--- src/tile_cfg.svh ---
// Compute tile configuration macros
// Address and data widths, L1 bank geometry and the address map bounds
// Region ends are exclusive

`ifndef TILE_CFG_SVH
`define TILE_CFG_SVH

// Bus widths
`define TILE_ADDR_W      32                // Byte address width
`define TILE_DATA_W      32                // Data word width

// L1 scratchpad geometry
`define TILE_N_BANKS     4                 // Word-interleaved banks
`define TILE_BANK_WORDS  64                // Words per bank

// L1 region, 1 KiB
`define TILE_L1_START    32'h1000_0000     // First L1 byte
`define TILE_L1_END      32'h1000_0400     // One past the last L1 byte

// L2 region, 256 MiB behind the external port
`define TILE_L2_START    32'h8000_0000     // First L2 byte
`define TILE_L2_END      32'h9000_0000     // One past the last L2 byte

`endif
--- src/tile_bus_pkg.sv ---
// Bus payload types for the compute tile
// Address, data word and byte-enable types of the req/gnt/rvalid bus

`include "tile_cfg.svh"

package tile_bus_pkg;

  localparam int unsigned ADDR_W = `TILE_ADDR_W;   // Address width
  localparam int unsigned DATA_W = `TILE_DATA_W;   // Word width
  localparam int unsigned BE_W   = DATA_W / 8;     // One enable per byte

  typedef logic [ADDR_W-1:0] addr_t;   // Byte address
  typedef logic [DATA_W-1:0] word_t;   // Read and write data
  typedef logic [BE_W-1:0]   be_t;     // Byte enables, bit k covers bits 8k+7:8k

  // A request is accepted on req && gnt
  // Each accepted request returns one rvalid pulse, in order
  // Write responses carry zero rdata

endpackage

--- src/l2_bridge.sv ---
// L2 bridge of the compute tile
// Single-outstanding req/gnt/rvalid master toward the external L2,
// idle, request and wait states with holding registers for the request

`timescale 1ns/100ps

module l2_bridge (
  input  logic                clk_i,
  input  logic                rstn_i,
  input  logic                en_i,
  input  logic                acc_i,       // Accepted L2 request
  input  tile_bus_pkg::addr_t addr_i,
  input  logic                we_i,
  input  tile_bus_pkg::be_t   be_i,
  input  tile_bus_pkg::word_t wdata_i,
  input  logic                l2_gnt_i,
  input  logic                l2_rvalid_i,
  input  tile_bus_pkg::word_t l2_rdata_i,
  input  logic                l2_err_i,
  output logic                busy_o,      // Slot taken, demux holds off
  output logic                rvalid_o,
  output tile_bus_pkg::word_t rdata_o,
  output logic                err_o,
  output logic                l2_req_o,
  output tile_bus_pkg::addr_t l2_addr_o,
  output logic                l2_we_o,
  output tile_bus_pkg::be_t   l2_be_o,
  output tile_bus_pkg::word_t l2_wdata_o
);

  import tile_bus_pkg::*;

  typedef enum logic [1:0] {
    ST_IDLE = 2'd0,    // Slot free
    ST_REQ  = 2'd1,    // Presenting, waiting for grant
    ST_WAIT = 2'd2     // Granted, waiting for rvalid
  } state_e;

  state_e state_q;
  state_e state_d;
  addr_t  addr_q;
  logic   we_q;
  be_t    be_q;
  word_t  wdata_q;

  always_comb begin
    state_d = state_q;
    case (state_q)
      ST_IDLE: if (acc_i)       state_d = ST_REQ;
      ST_REQ:  if (l2_gnt_i)    state_d = ST_WAIT;
      ST_WAIT: if (l2_rvalid_i) state_d = ST_IDLE;
      default:                  state_d = ST_IDLE;
    endcase
  end

  always_ff @(posedge clk_i or negedge rstn_i) begin
    if (!rstn_i) begin
      state_q <= ST_IDLE;
    end else if (en_i) begin
      state_q <= state_d;      // Frozen while the tile is disabled
    end
  end

  // Capture on accept, held until the next one
  always_ff @(posedge clk_i) begin
    if (en_i && acc_i && (state_q == ST_IDLE)) begin
      addr_q  <= addr_i;
      we_q    <= we_i;
      be_q    <= be_i;
      wdata_q <= wdata_i;
    end
  end

  assign busy_o     = (state_q != ST_IDLE);
  assign l2_req_o   = (state_q == ST_REQ);
  assign l2_addr_o  = addr_q;
  assign l2_we_o    = we_q;
  assign l2_be_o    = be_q;
  assign l2_wdata_o = wdata_q;

  // Response passes through in the cycle it arrives
  assign rvalid_o = en_i && (state_q == ST_WAIT) && l2_rvalid_i;
  assign rdata_o  = we_q ? '0 : l2_rdata_i;
  assign err_o    = rvalid_o && l2_err_i;

  // Held request must not move before L2 takes it
  a_req_stable: assert property (@(posedge clk_i) disable iff (!rstn_i)
    (l2_req_o && !l2_gnt_i) |=>
      (l2_req_o && $stable({l2_addr_o, l2_we_o, l2_be_o, l2_wdata_o})));

  // External L2 answers only what it was granted
  a_no_rsp_idle: assert property (@(posedge clk_i) disable iff (!rstn_i)
    (state_q == ST_IDLE) |-> !l2_rvalid_i);

endmodule

--- config.mk ---
export PLATFORM = sky130hd
export DESIGN_NAME = l2_bridge
export DESIGN_NICKNAME = d
export VERILOG_FILES = /design/src/tile_bus_pkg.sv /design/src/l2_bridge.sv
export VERILOG_INCLUDE_DIRS = /design/src /design/src/src
export SDC_FILE = /design/constraint.sdc
export NUM_CORES = 1
export LEC_CHECK = 0
export BUFFER_PORTS_ARGS = -buffer_cell sky130_fd_sc_hd__buf_2
export CAP_MARGIN = 30
export CORE_MARGIN = 2
export CORE_UTILIZATION = 39
export CTS_BUF_LIST = sky130_fd_sc_hd__clkbuf_2
export CTS_CLUSTER_SIZE = 30
export DETAILED_ROUTE_END_ITERATION = 10
export PLACE_DENSITY = 0.83
export SYNTH_ARGS = -nofsm -noshare
export SYNTH_HDL_FRONTEND = slang
export SYNTH_SLANG_ARGS = --single-unit
--- constraint.sdc ---
create_clock -name clk_i -period 3.1 [get_ports clk_i]
set_input_delay 0.465 -clock clk_i [delete_from_list [all_inputs] [get_ports clk_i]]
set_output_delay 0.465 -clock clk_i [all_outputs]
set_load 0.02 [all_outputs]
== After elaboration in Yosys (flattened, before gate mapping) ==
Index checks and enable logic that the tools add are counted.

* Eq/ne operators: 5
* Multiplexer cells: 5
* Reduce and logical (&&, ||, !) cells: 8

{| class="wikitable"
|+ Operator list
! cell !! number
|-
| $mux 32 || 1
|-
| $mux 2 || 3
|-
| $ne 2x2->1 const B || 3
|-
| $pmux 2 s3 || 1
|-
| $logic_and 1x1->1 || 5
|-
| $reduce_and 4->1 || 1
|-
| $eq 2x1->1 const B || 1
|-
| $eq 2x2->1 const B || 1
|-
| $logic_not 2->1 || 1
|-
| $reduce_bool 2->1 || 1
|}

* Word-level logic and storage cells: 23
* Input port bits: 108
* Register bits: 71
* Output and inout bits: 105

== Logic depth before layout (Yosys ltp) ==
* Depth in word-level cells: 4
* Gate-level depth with buffers: 2
* Mapped depth without buffers: 2

== Worst setup path before layout ==
No wires, ideal clock.

* Kind: register to register
* Start: register state_q[1]
* End: register addr_q[0], in the netlist l2_addr_o[0] (enable)
* Period minus slack after synthesis: 2.663 ns
* Slack: 0.437 ns
* Cell stages (with the launch flop): 2
* Buffers on the path: 0
* Arrival time: 2.227 ns
* Data required time: 2.664 ns
* Library setup time: 0.436 ns
* Path through: dfrtp_1 > and4bb_1

* Word-level cells in the longest chain between the ends: 2

{| class="wikitable"
|+ RTL lines
! what !! RTL line !! source
|-
| from (decl) || l2_bridge.sv:39 || <nowiki>state_e state_q;</nowiki>
|-
| from (signal assigned) || l2_bridge.sv:60 || <nowiki>state_q <= state_d;</nowiki>
|-
| $logic_not 2->1 || l2_bridge.sv:66 || <nowiki>if (en_i && acc_i && (state_q == ST_IDLE)) begin</nowiki>
|-
| $logic_and 1x1->1 || l2_bridge.sv:66 ||
|-
| to (signal assigned) || l2_bridge.sv:67 || <nowiki>addr_q <= addr_i;</nowiki>
|-
| to (decl) || l2_bridge.sv:41 || <nowiki>addr_t addr_q;</nowiki>
|}

Every way passes these cells.
A chain may end at the register's enable or synchronous reset.

== Worst setup path after layout ==
* Start: register we_q, in the netlist l2_we_o
* End: output rdata_o[7]

* Word-level cells in the longest chain between the ends: 1

{| class="wikitable"
|+ RTL lines
! what !! RTL line !! source
|-
| from (decl) || l2_bridge.sv:42 || <nowiki>logic we_q;</nowiki>
|-
| from (signal assigned) || l2_bridge.sv:68 || <nowiki>we_q <= we_i;</nowiki>
|-
| $mux 32 || l2_bridge.sv:83 || <nowiki>assign rdata_o = we_q ? '0 : l2_rdata_i;</nowiki>
|-
| to (decl) || l2_bridge.sv:22 || <nowiki>output tile_bus_pkg::word_t rdata_o,</nowiki>
|}

Every way passes these cells.

==> results.md <==
* Die Y at 82.6 µm
* Setup bufs post-CTS at 0
* Starting Density at 0.404
* Fin Clk Skew at approximately 10 ps
* Transition time at the pin with the least slew margin at 926 ps
* FFs w/ async S/R, synth at 0.0282
* CP arrival at around 1900 ps
* Final Cell Area at 3730 µm²
* Placed cell area at approximately 3600 µm²
* Setup Viol. Count Final at 0
* Syn Nets at approximately 220
* Post-Place Cells at between 400 and 500
* Most common cell in the synthesized netlist: edfxtp_1
* Final worst setup slack at roughly 750 ps
* Setup tns final at 0 ps
* VDD IR max at approximately 0.48 mV
* Crit path required time at about 2600 ps
* Top cells by area, synth: edfxtp_1 86%, nor2b_1 8.3%, dfrtp_1 2.1%
* Register area share after synthesis at 0.881
* Slew headroom at 0.382
* Routed Antenna Nets at 0
* Worst-path fanout max at 33
* Final net count at about 450
* Crit-path cells: nor2b_1 -> buf_2
* P per Cell Area at approximately 640 nW/µm²
* Critical path endpoint category: output port
* Core Area at around 6000 µm²
* DR vias/cell at ~4.6
* Clock Latency Late Sink at 480 ps
* Synth cell types at 12
* Initial antenna violation count at 0
* Clk slew on worst S/H paths at roughly 190 ps
* CP bufs+invs at 1
* Synth area leader: edfxtp_1
* Die area at a little under 7000 µm²
* DRC viols at 0
* Worst Setup Start Kind: register
* Final Max Slew Viols at 0
* Routed via count at around 1900
* Routability Congestion at between 0.7 and 0.8
* Diodes inserted at 0
* I/O Buffers at about 210
* Max stage delay on crit path at 1000 ps
* Wire per inst at roughly 16 µm
* Detailed Place HPWL at about 5600 µm
* Number of max-cap violations at 0
* Slowest CP cell: edfxtp_1
* WL final at about 7000 µm
* Status: finished, final reports clean
* Crit path max-delay family: flip-flops
* Post-Synthesis Cell Area at roughly 2400 µm²
* Max clock buf depth at 2
* Tot GR Track Use at 0.195
* Peak Freq at ~430 MHz
* Number of flops mapped to enable cells by yosys at 69
* I/O Pins at roughly 210
* Crit Path Category: register to output port
* Fraction of layout cells with a size suffix above 1 at 0.676
* Post-synth top area share at 0.860
* Pleak at around 1.7 nW
* Clock Tree Root: clkbuf_2
* CTS tree: yes
* Synth warnings at 0
* Synth Instances at about 120
* Rows at 28
* Minimum clock period at 2350 ps
* TritonRoute pass-1 iters at 4
* Syn-to-layout area delta at 55.0%
* Largest net degree at the start of global routing at 34
* Final Hold Viols at 0
* First-pass GRT wire length at 9050 µm
* RSZ-0062 raised after global routing: no
* Vias in the first global route at roughly 1800
* Worst hold path class: input pin to register
* Htree depth at 3
* Ys flop type: edfxtp_1
* Synth Register Bits at around 70
* Total CTS buffers at 9
* Syn avg cell area at approximately 21 µm²
* Final Cycle Share at 0.757
* Most frequent cells after synthesis: 69 x edfxtp_1, 32 x nor2b_1, 3 x buf_2, 2 x dfrtp_1, 2 x o21ai_0
* Finished Layout Cells at 418
* Grt ovf at 0
* Clock sinks at 71
* Setup WS pre-CTS at about 1300 ps
* Initial DRC Count at 96
* Die Width at 82.6 µm
[where the power goes]
part           switching [mW]  internal (mW)
Clock                   0.310          0.342
Sequential             0.0486           1.19
Combinational           0.331          0.182
Total                   0.690           1.72
[path summary, 6_finish.rpt]
path | from | end | slack, ps | cells past startpoint
hold / removal | wdata_i[0] | l2_wdata_o[0] | 140 | 1
setup / recovery | l2_we_o | rdata_o[7] | 750 | 2
hold reg to reg | state_q[0] | state_q[0] | 600 | 1
setup reg to reg | state_q[1] | l2_addr_o[2] | 1350 | 2
min in group asynchronous | rstn_i | state_q[1] | 260 | 2
max in group asynchronous | rstn_i | state_q[0] | 2750 | 2
[layer usage]
layer	global-route usage	share of wire	wire (µm)
met2	0.352	0.52	3580
met1	0.179	0.32	2170
met3	0.0848	0.13	918
met5	0	0	0
met4	0.113	0.030	205
[sequential cells by signal (all words and copies together), names as in the netlist]
register	cells
l2_addr_o	32
state_q	2
l2_we_o	1
l2_be_o	4
l2_wdata_o	32
[stage by stage]
step	utilization	hold WS, ps	total power [mW]
after floorplan	-	169	1.55
after global placement	0.599	253	1.77
after detailed placement	0.599	251	1.78
after CTS	0.627	88.9	2.43
after global routing	0.627	66.0	2.51
final	0.627	139	2.41
[kinds of logic after synthesis]
family,after synthesis,share of synthesized area
flip-flops,71,0.881
buffers and inverters,3,0.00623
AND/OR/NAND/NOR,37,0.101
AO/OA/AOI/OAI,4,0.0114
[layout by cell type (no fill, tap or decap), drive strengths merged]
master       Yosys  layout
buf              3     214
a21o             1       1
clkinvlp         0       1
and4b            1       1
a32o             1       1
dlygate4sd3      0       1
nor2b           33      33
clkinv           0       3
clkbuf           0       9
or2              1       1
bufinv           0       3
edfxtp          69      69
and4bb           1       1
dfrtp            2       2
and2             1       1
o21ai            2       2
[final cells by class]
type / count / area (µm²)
sequential: 71 / 2120
clock buffer: 9 / 45.0
tap: 75 / 93.8
clock inverter: 7 / 111
timing repair buffer: 215 / 1090
multi-input combinational: 41 / 275
fill: 471 / 2220
[repair_timing]
item                                    in CTS  in global routing
resized for setup                            0                  0
hold endpoints to repair                     2                  0
hold buffers                                 1                  0
endpoints found under the setup margin       0                  0
No activity file was read; power rests on OpenSTA's default activity.
