File: config.mk
export PLATFORM = sky130hd
export DESIGN_NAME = tile_addr_demux
export DESIGN_NICKNAME = d
export VERILOG_FILES = /design/src/tile_addr_pkg.sv /design/src/tile_bus_pkg.sv /design/src/tile_addr_demux.sv
export VERILOG_INCLUDE_DIRS = /design/src /design/src/src
export SDC_FILE = /design/constraint.sdc
export NUM_CORES = 1
export LEC_CHECK = 0
export ABC_CLOCK_PERIOD_IN_PS = 1500
export BUFFER_PORTS_ARGS = -buffer_cell sky130_fd_sc_hd__buf_4
export CAP_MARGIN = 10
export CORE_AREA = 2 2 68 70
export DETAILED_ROUTE_END_ITERATION = 10
export DIE_AREA = 0 0 70 72
export GPL_TIMING_DRIVEN = 0
export HOLD_SLACK_MARGIN = 0.1
export PLACE_DENSITY = 0.61
export SKIP_LAST_GASP = 1
export SLEW_MARGIN = 20
export SYNTH_ARGS = -nofsm -noshare
export SYNTH_HDL_FRONTEND = slang
export SYNTH_SLANG_ARGS = --single-unit
File: constraint.sdc
create_clock -name clk_i -period 1.5 [get_ports clk_i]
set_input_delay 0.3 -clock clk_i [delete_from_list [all_inputs] [get_ports clk_i]]
set_output_delay 0.3 -clock clk_i [all_outputs]
set_load 0.01 [all_outputs]
File: src/tile_cfg.svh
// Compute tile configuration macros
// Address and data widths, L1 bank geometry and the address map bounds
// Region ends are exclusive

`ifndef TILE_CFG_SVH
`define TILE_CFG_SVH

// Bus widths
`define TILE_ADDR_W      32                // Byte address width
`define TILE_DATA_W      32                // Data word width

// L1 scratchpad geometry
`define TILE_N_BANKS     4                 // Word-interleaved banks
`define TILE_BANK_WORDS  64                // Words per bank

// L1 region, 1 KiB
`define TILE_L1_START    32'h1000_0000     // First L1 byte
`define TILE_L1_END      32'h1000_0400     // One past the last L1 byte

// L2 region, 256 MiB behind the external port
`define TILE_L2_START    32'h8000_0000     // First L2 byte
`define TILE_L2_END      32'h9000_0000     // One past the last L2 byte

`endif
File: src/tile_addr_pkg.sv
// Address map types for the compute tile
// Target enumeration, bank and row index types and the index extraction helpers

`include "tile_cfg.svh"

package tile_addr_pkg;

  localparam int unsigned BANK_IDX_W = $clog2(`TILE_N_BANKS);     // Bank select bits
  localparam int unsigned ROW_IDX_W  = $clog2(`TILE_BANK_WORDS);  // Word-in-bank bits
  localparam int unsigned WORD_OFS_W = 2;                         // Byte offset inside a word

  typedef enum logic [1:0] {
    TGT_L1  = 2'd0,                        // Local scratchpad
    TGT_L2  = 2'd1,                        // External L2 port
    TGT_ERR = 2'd2                         // No rule matched
  } target_e;

  typedef logic [BANK_IDX_W-1:0] bank_idx_t;  // Address bits 3:2
  typedef logic [ROW_IDX_W-1:0]  row_idx_t;   // Address bits 9:4

  // Lowest word bits pick the bank, so consecutive words hit different banks
  function automatic bank_idx_t bank_of(input logic [`TILE_ADDR_W-1:0] addr);
    return addr[WORD_OFS_W +: BANK_IDX_W];
  endfunction

  function automatic row_idx_t row_of(input logic [`TILE_ADDR_W-1:0] addr);
    return addr[WORD_OFS_W + BANK_IDX_W +: ROW_IDX_W];  // Bits above the bank select
  endfunction

endpackage

File: src/tile_bus_pkg.sv
// Bus payload types for the compute tile
// Address, data word and byte-enable types of the req/gnt/rvalid bus

`include "tile_cfg.svh"

package tile_bus_pkg;

  localparam int unsigned ADDR_W = `TILE_ADDR_W;   // Address width
  localparam int unsigned DATA_W = `TILE_DATA_W;   // Word width
  localparam int unsigned BE_W   = DATA_W / 8;     // One enable per byte

  typedef logic [ADDR_W-1:0] addr_t;   // Byte address
  typedef logic [DATA_W-1:0] word_t;   // Read and write data
  typedef logic [BE_W-1:0]   be_t;     // Byte enables, bit k covers bits 8k+7:8k

  // A request is accepted on req && gnt
  // Each accepted request returns one rvalid pulse, in order
  // Write responses carry zero rdata

endpackage

File: src/tile_addr_demux.sv
// Address demux of the compute tile
// Decodes each request against the L1 and L2 rules, grants it, steers the accept strobe,
// keeps the target of the last accept and merges the three response sources

`timescale 1ns/100ps

`include "tile_cfg.svh"

module tile_addr_demux (
  input  logic                clk_i,
  input  logic                rstn_i,
  input  logic                en_i,         // Registered tile enable
  input  logic                req_i,
  input  tile_bus_pkg::addr_t addr_i,
  input  logic                we_i,
  input  tile_bus_pkg::be_t   be_i,
  input  tile_bus_pkg::word_t wdata_i,
  input  logic                l1_rvalid_i,
  input  tile_bus_pkg::word_t l1_rdata_i,
  input  logic                l2_busy_i,    // L2 transaction outstanding
  input  logic                l2_rvalid_i,
  input  tile_bus_pkg::word_t l2_rdata_i,
  input  logic                l2_err_i,
  output logic                gnt_o,
  output logic                l1_acc_o,     // Accepted, goes to L1
  output logic                l2_acc_o,     // Accepted, goes to L2
  output logic                rvalid_o,
  output tile_bus_pkg::word_t rdata_o,
  output logic                err_o
);

  import tile_bus_pkg::*;
  import tile_addr_pkg::*;

  target_e tgt;        // Decoded target of the current request
  target_e tgt_q;      // Target of the last accepted request
  logic    err_acc;    // Accepted, no rule matched
  logic    err_q;      // One-cycle decode-error response
  logic    hit_l1;
  logic    hit_l2;

  // Region compare, end bound exclusive
  assign hit_l1 = (addr_i >= `TILE_L1_START) && (addr_i < `TILE_L1_END);
  assign hit_l2 = (addr_i >= `TILE_L2_START) && (addr_i < `TILE_L2_END);

  always_comb begin
    if (hit_l1) begin
      tgt = TGT_L1;
    end else if (hit_l2) begin
      tgt = TGT_L2;
    end else begin
      tgt = TGT_ERR;   // Falls through both rules
    end
  end

  // No new request while the L2 bridge holds its single slot
  assign gnt_o    = req_i && en_i && !l2_busy_i;
  assign l1_acc_o = gnt_o && (tgt == TGT_L1);
  assign l2_acc_o = gnt_o && (tgt == TGT_L2);
  assign err_acc  = gnt_o && (tgt == TGT_ERR);

  always_ff @(posedge clk_i or negedge rstn_i) begin
    if (!rstn_i) begin
      tgt_q <= TGT_ERR;
      err_q <= 1'b0;
    end else begin
      err_q <= err_acc;          // Error answers one cycle later
      if (gnt_o) begin
        tgt_q <= tgt;            // Holds while L2 is outstanding
      end
    end
  end

  // Response merge, sources never overlap
  assign rvalid_o = l1_rvalid_i || l2_rvalid_i || err_q;
  assign err_o    = err_q || (l2_rvalid_i && l2_err_i);

  always_comb begin
    case (tgt_q)
      TGT_L1:  rdata_o = l1_rdata_i;
      TGT_L2:  rdata_o = l2_rdata_i;
      default: rdata_o = '0;     // Decode error returns zero
    endcase
  end

  // One response per cycle across L1, L2 and the error path
  a_one_rsp: assert property (@(posedge clk_i) disable iff (!rstn_i)
    $onehot0({l1_rvalid_i, l2_rvalid_i, err_q}));

  // Bridge must raise busy right after an L2 accept so the next request waits
  a_l2_backpressure: assert property (@(posedge clk_i) disable iff (!rstn_i)
    l2_acc_o |=> (l2_busy_i && !gnt_o));

endmodule

# Word level (Yosys, flattened, before mapping)
# Cells that the tools add are included.
# totals
regBits	3
in_bits	141
output_inout_bits	37
# op_classes
magnitude_cmp	4
n_eq_ne	3
n_mux	3
n_reduce_logical	14
# op_table
op	count
$pmux 32 s2	1
$ge 32x29->1 const B	1
$ge 32x32->1 const B	1
$lt 32x29->1 const B	1
$lt 32x32->1 const B	1
$logic_and 1x1->1	8
$eq 2x1->1 const B	2
$logic_not 2->1	2
$mux 2	2
$logic_or 1x1->1	3
$eq 2x2->1 const B	1
$logic_not 1->1	1

# Depth between registers and ports, before layout
# logic_depth
ltp_word	6
ltp_mapped	4

# Worst setup path before layout
# OpenSTA, ideal clock, no wires.
# synth_path
path_kind	input-to-output
startpoint	in addr_i[29]
endpoint	out l1_acc_o
arrival_time_ns	1.179
required_ns	1.200
setup_slack_ns	0.021
cell_stages	3
n_path_buf	0
path_cell_list	or4_4 -> nor3_4 -> and3_1
# synth_between
elab_chain_cells	6
# synth_rtl
element	line	rtl
from (decl)	tile_addr_demux.sv:14	input tile_bus_pkg::addr_t addr_i,
$ge 32x32->1 (no line) or $lt 32x32->1 (tied branches)	-	
$logic_and 1x1->1	tile_addr_demux.sv:44	assign hit_l2 = (addr_i >= `TILE_L2_START) && (addr_i < `TILE_L2_END);
$mux 2	tile_addr_demux.sv:49	end else if (hit_l2) begin
$mux 2 (*)	tile_addr_demux.sv:47	if (hit_l1) begin
$logic_not 2->1 (*)	tile_addr_demux.sv:58	assign l1_acc_o = gnt_o && (tgt == TGT_L1);
$logic_and 1x1->1 (*)	tile_addr_demux.sv:58	
to (decl)	tile_addr_demux.sv:25	output logic l1_acc_o,
# Every way passes the cells marked *; elsewhere a longest branch is shown, timed or not.

# Worst setup path in the final report
# layout_path
startpoint	in addr_i[21]
endpoint	out l1_acc_o
# The elaborated chain is that of the path after synthesis.

==> impl_results.md <==
* Status: finished with violations
* Failing checks: setup timing
* Initial antenna violation count at 0
* TritonCTS clock tree: yes
* Dominant cell type by area after synthesis: mux2i_1
* Switching Share at between 20% and 30%
* Gate power share at 59.6%
* Max Cap Violations at 0
* CP max stage cell: or4_4
* Finished Layout Cells at around 290
* Worst Path Arrival at ~1.4 ns
* Vias per inst at about 4.2
* Mapped Cells at 94
* Yosys reg bits at 3
* Routed WL per cell at about 11 um
* HPWL Detailed at 2613 um
* Synthesized cell area at 693.2 sq um
* Vias in the first global route at 1240
* Port buffer count at between 100 and 150
* WS Path Type: in2out
* Pint at 586.9 uW
* Die height at ~72 um
* Share of cells above drive strength 1 at 67.66%
* Setup WS post-layout at -0.1565 ns
* Hold Vio Cnt, Final at 0
* Fmax at slightly above 0.6 GHz
* Clk pwr share at between 20% and 30%
* Crit-path leading delay family: simple AND/OR/NAND/NOR gates
* Fill cell count at around 420
* N_diodes at 0
* Total GRT Usage at between 10 and 15%
* Post-route DRC at 0
* Tcrit/Tclk final at 110.4%
* Placed Cells at ~280
* Root Buffer: clkbuf_8
* I/O Pins at approximately 180
* Largest net degree at the start of global routing at 11
* Design area at between 2000 and 2500 sq um
* Count of different cell masters after synthesis at 20
* WP buf/inv at 2
* Slew Viols, Final at 0
* R2r startpoint: tgt_q[1]
* Global-route wire length before repair at around 5600 um
* Hold/Removal Path Class: in2async
* Clk sink count at 3
* Crit-path max cell delay at 0.54 ns
* Overflow after GRT at 0
* Final setup fails at 33
* Clock Latency Late Sink at 0.21 ns
* Worst Max-Slew Pin Slew at between 0.2 and 0.25 ns
* Most used cell, CP: buf_6
* CP Capture Type: primary output
* Pwr Density at about 400 nW/um^2
* Syn. warnings at 0
* Routed vias at roughly 1200
* Share of the yosys chip area belonging to registers at 11.01%
* Worst R2R Path Depth at 3
* WP depth at 5
* Synth top area share at 47.65%
* Maximum level of the CTS H-tree at 1
* CTS Buf Count at 3
* Slew HR at a little under nine tenths
* DP Area at approximately 1700 sq um
* Critical Path, Cell by Cell: buf_6, or4_4, nor3_4, and3_4, buf_6
* First drt pass iteration count at 3
* Net Sw Power at 214.0 uW
* Area contributors post-synth: mux2i_1, nor2_1, dfrtp_1
* Seq pwr share at 11.4%
* Crit Path Max Fanout at 2
* Reg-to-reg endpoint: tgt_q[1]
* RSZ-0062 raised after global routing: yes
* Die width at roughly 70 um
* GP Congestion at around 0.69
* # nets final at between 300 and 400
* Worst-path clk slew at 0.03 ns
* Area growth syn-to-layout at 189.9%
* WL final at 3280 um
* Initial DRC count at 8
* Final hold slack at approximately 0.42 ns
* Initial Util at 16.26%
* Reg2Reg Setup Slack at between 0.5 and 0.6 ns
* Startpoint Class: input port
* Peak supply drop at about 0.00016 V
* ANT nets after route at 0
* Tmin final at between 1.5 and 2 ns
* Die area at between 5000 and 6000 sq um
* Worst EP required at roughly 1.2 ns
* Leakage at ~0.0010 uW
* Worst Skew at 0 ns
* Syn_nets at roughly 240
* Core area at about 4300 sq um
* Syn_area_per_cell at roughly 7.4 sq um
* Num rows at 24
* Max Root-Sink Buffers at 2
-- power by group through the flow --
stage | Sequential [uW] | Clock (uW) | Combinational [uW]
final | 91.3 | 232 | 477
after global routing | 92.5 | 253 | 520
after global placement | 89.0 | 0 | 406
after floorplan | 88.8 | 0 | 144
after detailed placement | 89.1 | 0 | 410
after CTS | 91.0 | 241 | 505
-- stage by stage --
| step | power [uW] | worst slack, ns | TNS, ns | util [%] |
|---|---|---|---|---|
| after global placement | 494.7 | -0.2473 | -6.961 | 40.67 |
| final | 801.0 | -0.1565 | -1.234 | 47.12 |
| after detailed placement | 498.6 | -0.2384 | -6.778 | 40.67 |
| after global routing | 865.9 | -0.1728 | -4.066 | 47.12 |
| after floorplan | 233.0 | 0.02076 | 0 | - |
| after CTS | 837.4 | -0.1957 | -3.550 | 48.74 |
-- synth_stat cells (all sizes together) --
master	n
mux2i	33
nor2	33
buf	4
clkbuf	4
nor4	3
a21o	2
dfrtp	2
a21oi	1
a31oi	1
and3	1
and4	1
dfstp	1
inv	1
nand2	1
nand3b	1
nor3	1
nor4b	1
or3	1
or4	1
or4b	1
-- placed cells by master, fill, tap and decap left out, types with 2 or more instances in the layout --
| master | instances |
|---|---|
| buf_4 | 129 |
| dfrtp_1 | 2 |
| nor4_1 | 3 |
| buf_6 | 4 |
| a21o_1 | 2 |
| mux2i_2 | 7 |
| clkbuf_8 | 5 |
| mux2i_1 | 26 |
| buf_8 | 3 |
| buf_12 | 5 |
| nor2_1 | 33 |
-- final cells by class --
type	count	area, sq um	area share [%]
Inverter	1	3.754	0.1868
Multi-Input combinational cell	82	615.6	30.64
Sequential cell	3	76.32	3.798
Tap cell	52	65.06	3.238
Buffer	5	75.07	3.736
Clock buffer	4	45.04	2.242
Timing Repair Buffer	140	1129	56.16
-- how the worst max path moves through the flow --
stage | start | endpoint | slack (ns)
after floorplan | addr_i[29] | l1_acc_o | 0.02
after global routing | addr_i[21] | l1_acc_o | -0.17
final | addr_i[21] | l1_acc_o | -0.16
after detailed placement | tgt_q[1] | rdata_o[29] | -0.24
after CTS | addr_i[21] | l1_acc_o | -0.20
after global placement | tgt_q[1] | rdata_o[17] | -0.25
-- state kept, by name (all words and copies together) (netlist names) --
name / flops
tgt_q: 2
err_q: 1
-- repair_timing --
action,CTS,global route
pin swaps,3,9
hold endpoints to repair,3,0
hold buffers,1,0
cloned,3,0
endpoints found under the setup margin,33,34
resized for setup,33,13
setup buffers,9,0
-- cells by family (layout without fill, tap and decap cells) --
kind of cell / count (synthesis) / in the layout / share of synthesized area [%]
DFF: 3 / 3 / 11.01
buffers and inverters: 9 / 150 / 5.595
and+or+nand+nor: 45 / 45 / 31.95
AOI/OAI and AO/OA: 4 / 4 / 3.790
muxes: 33 / 33 / 47.65
-- per-layer routing --
layer	part of all wire [%]	global-route usage (%)
met5	0	0
met4	0.82	5.128
met3	12	3.056
met2	53	25.40
met1	35	14.98
-- worst reg2reg max path: stages (launching register included) --
cell	delay, ns
dfstp_2	0.55
buf_4	0.13
mux2i_1	0.06
a31oi_1	0.15
Power figures use the tool's default switching activity.
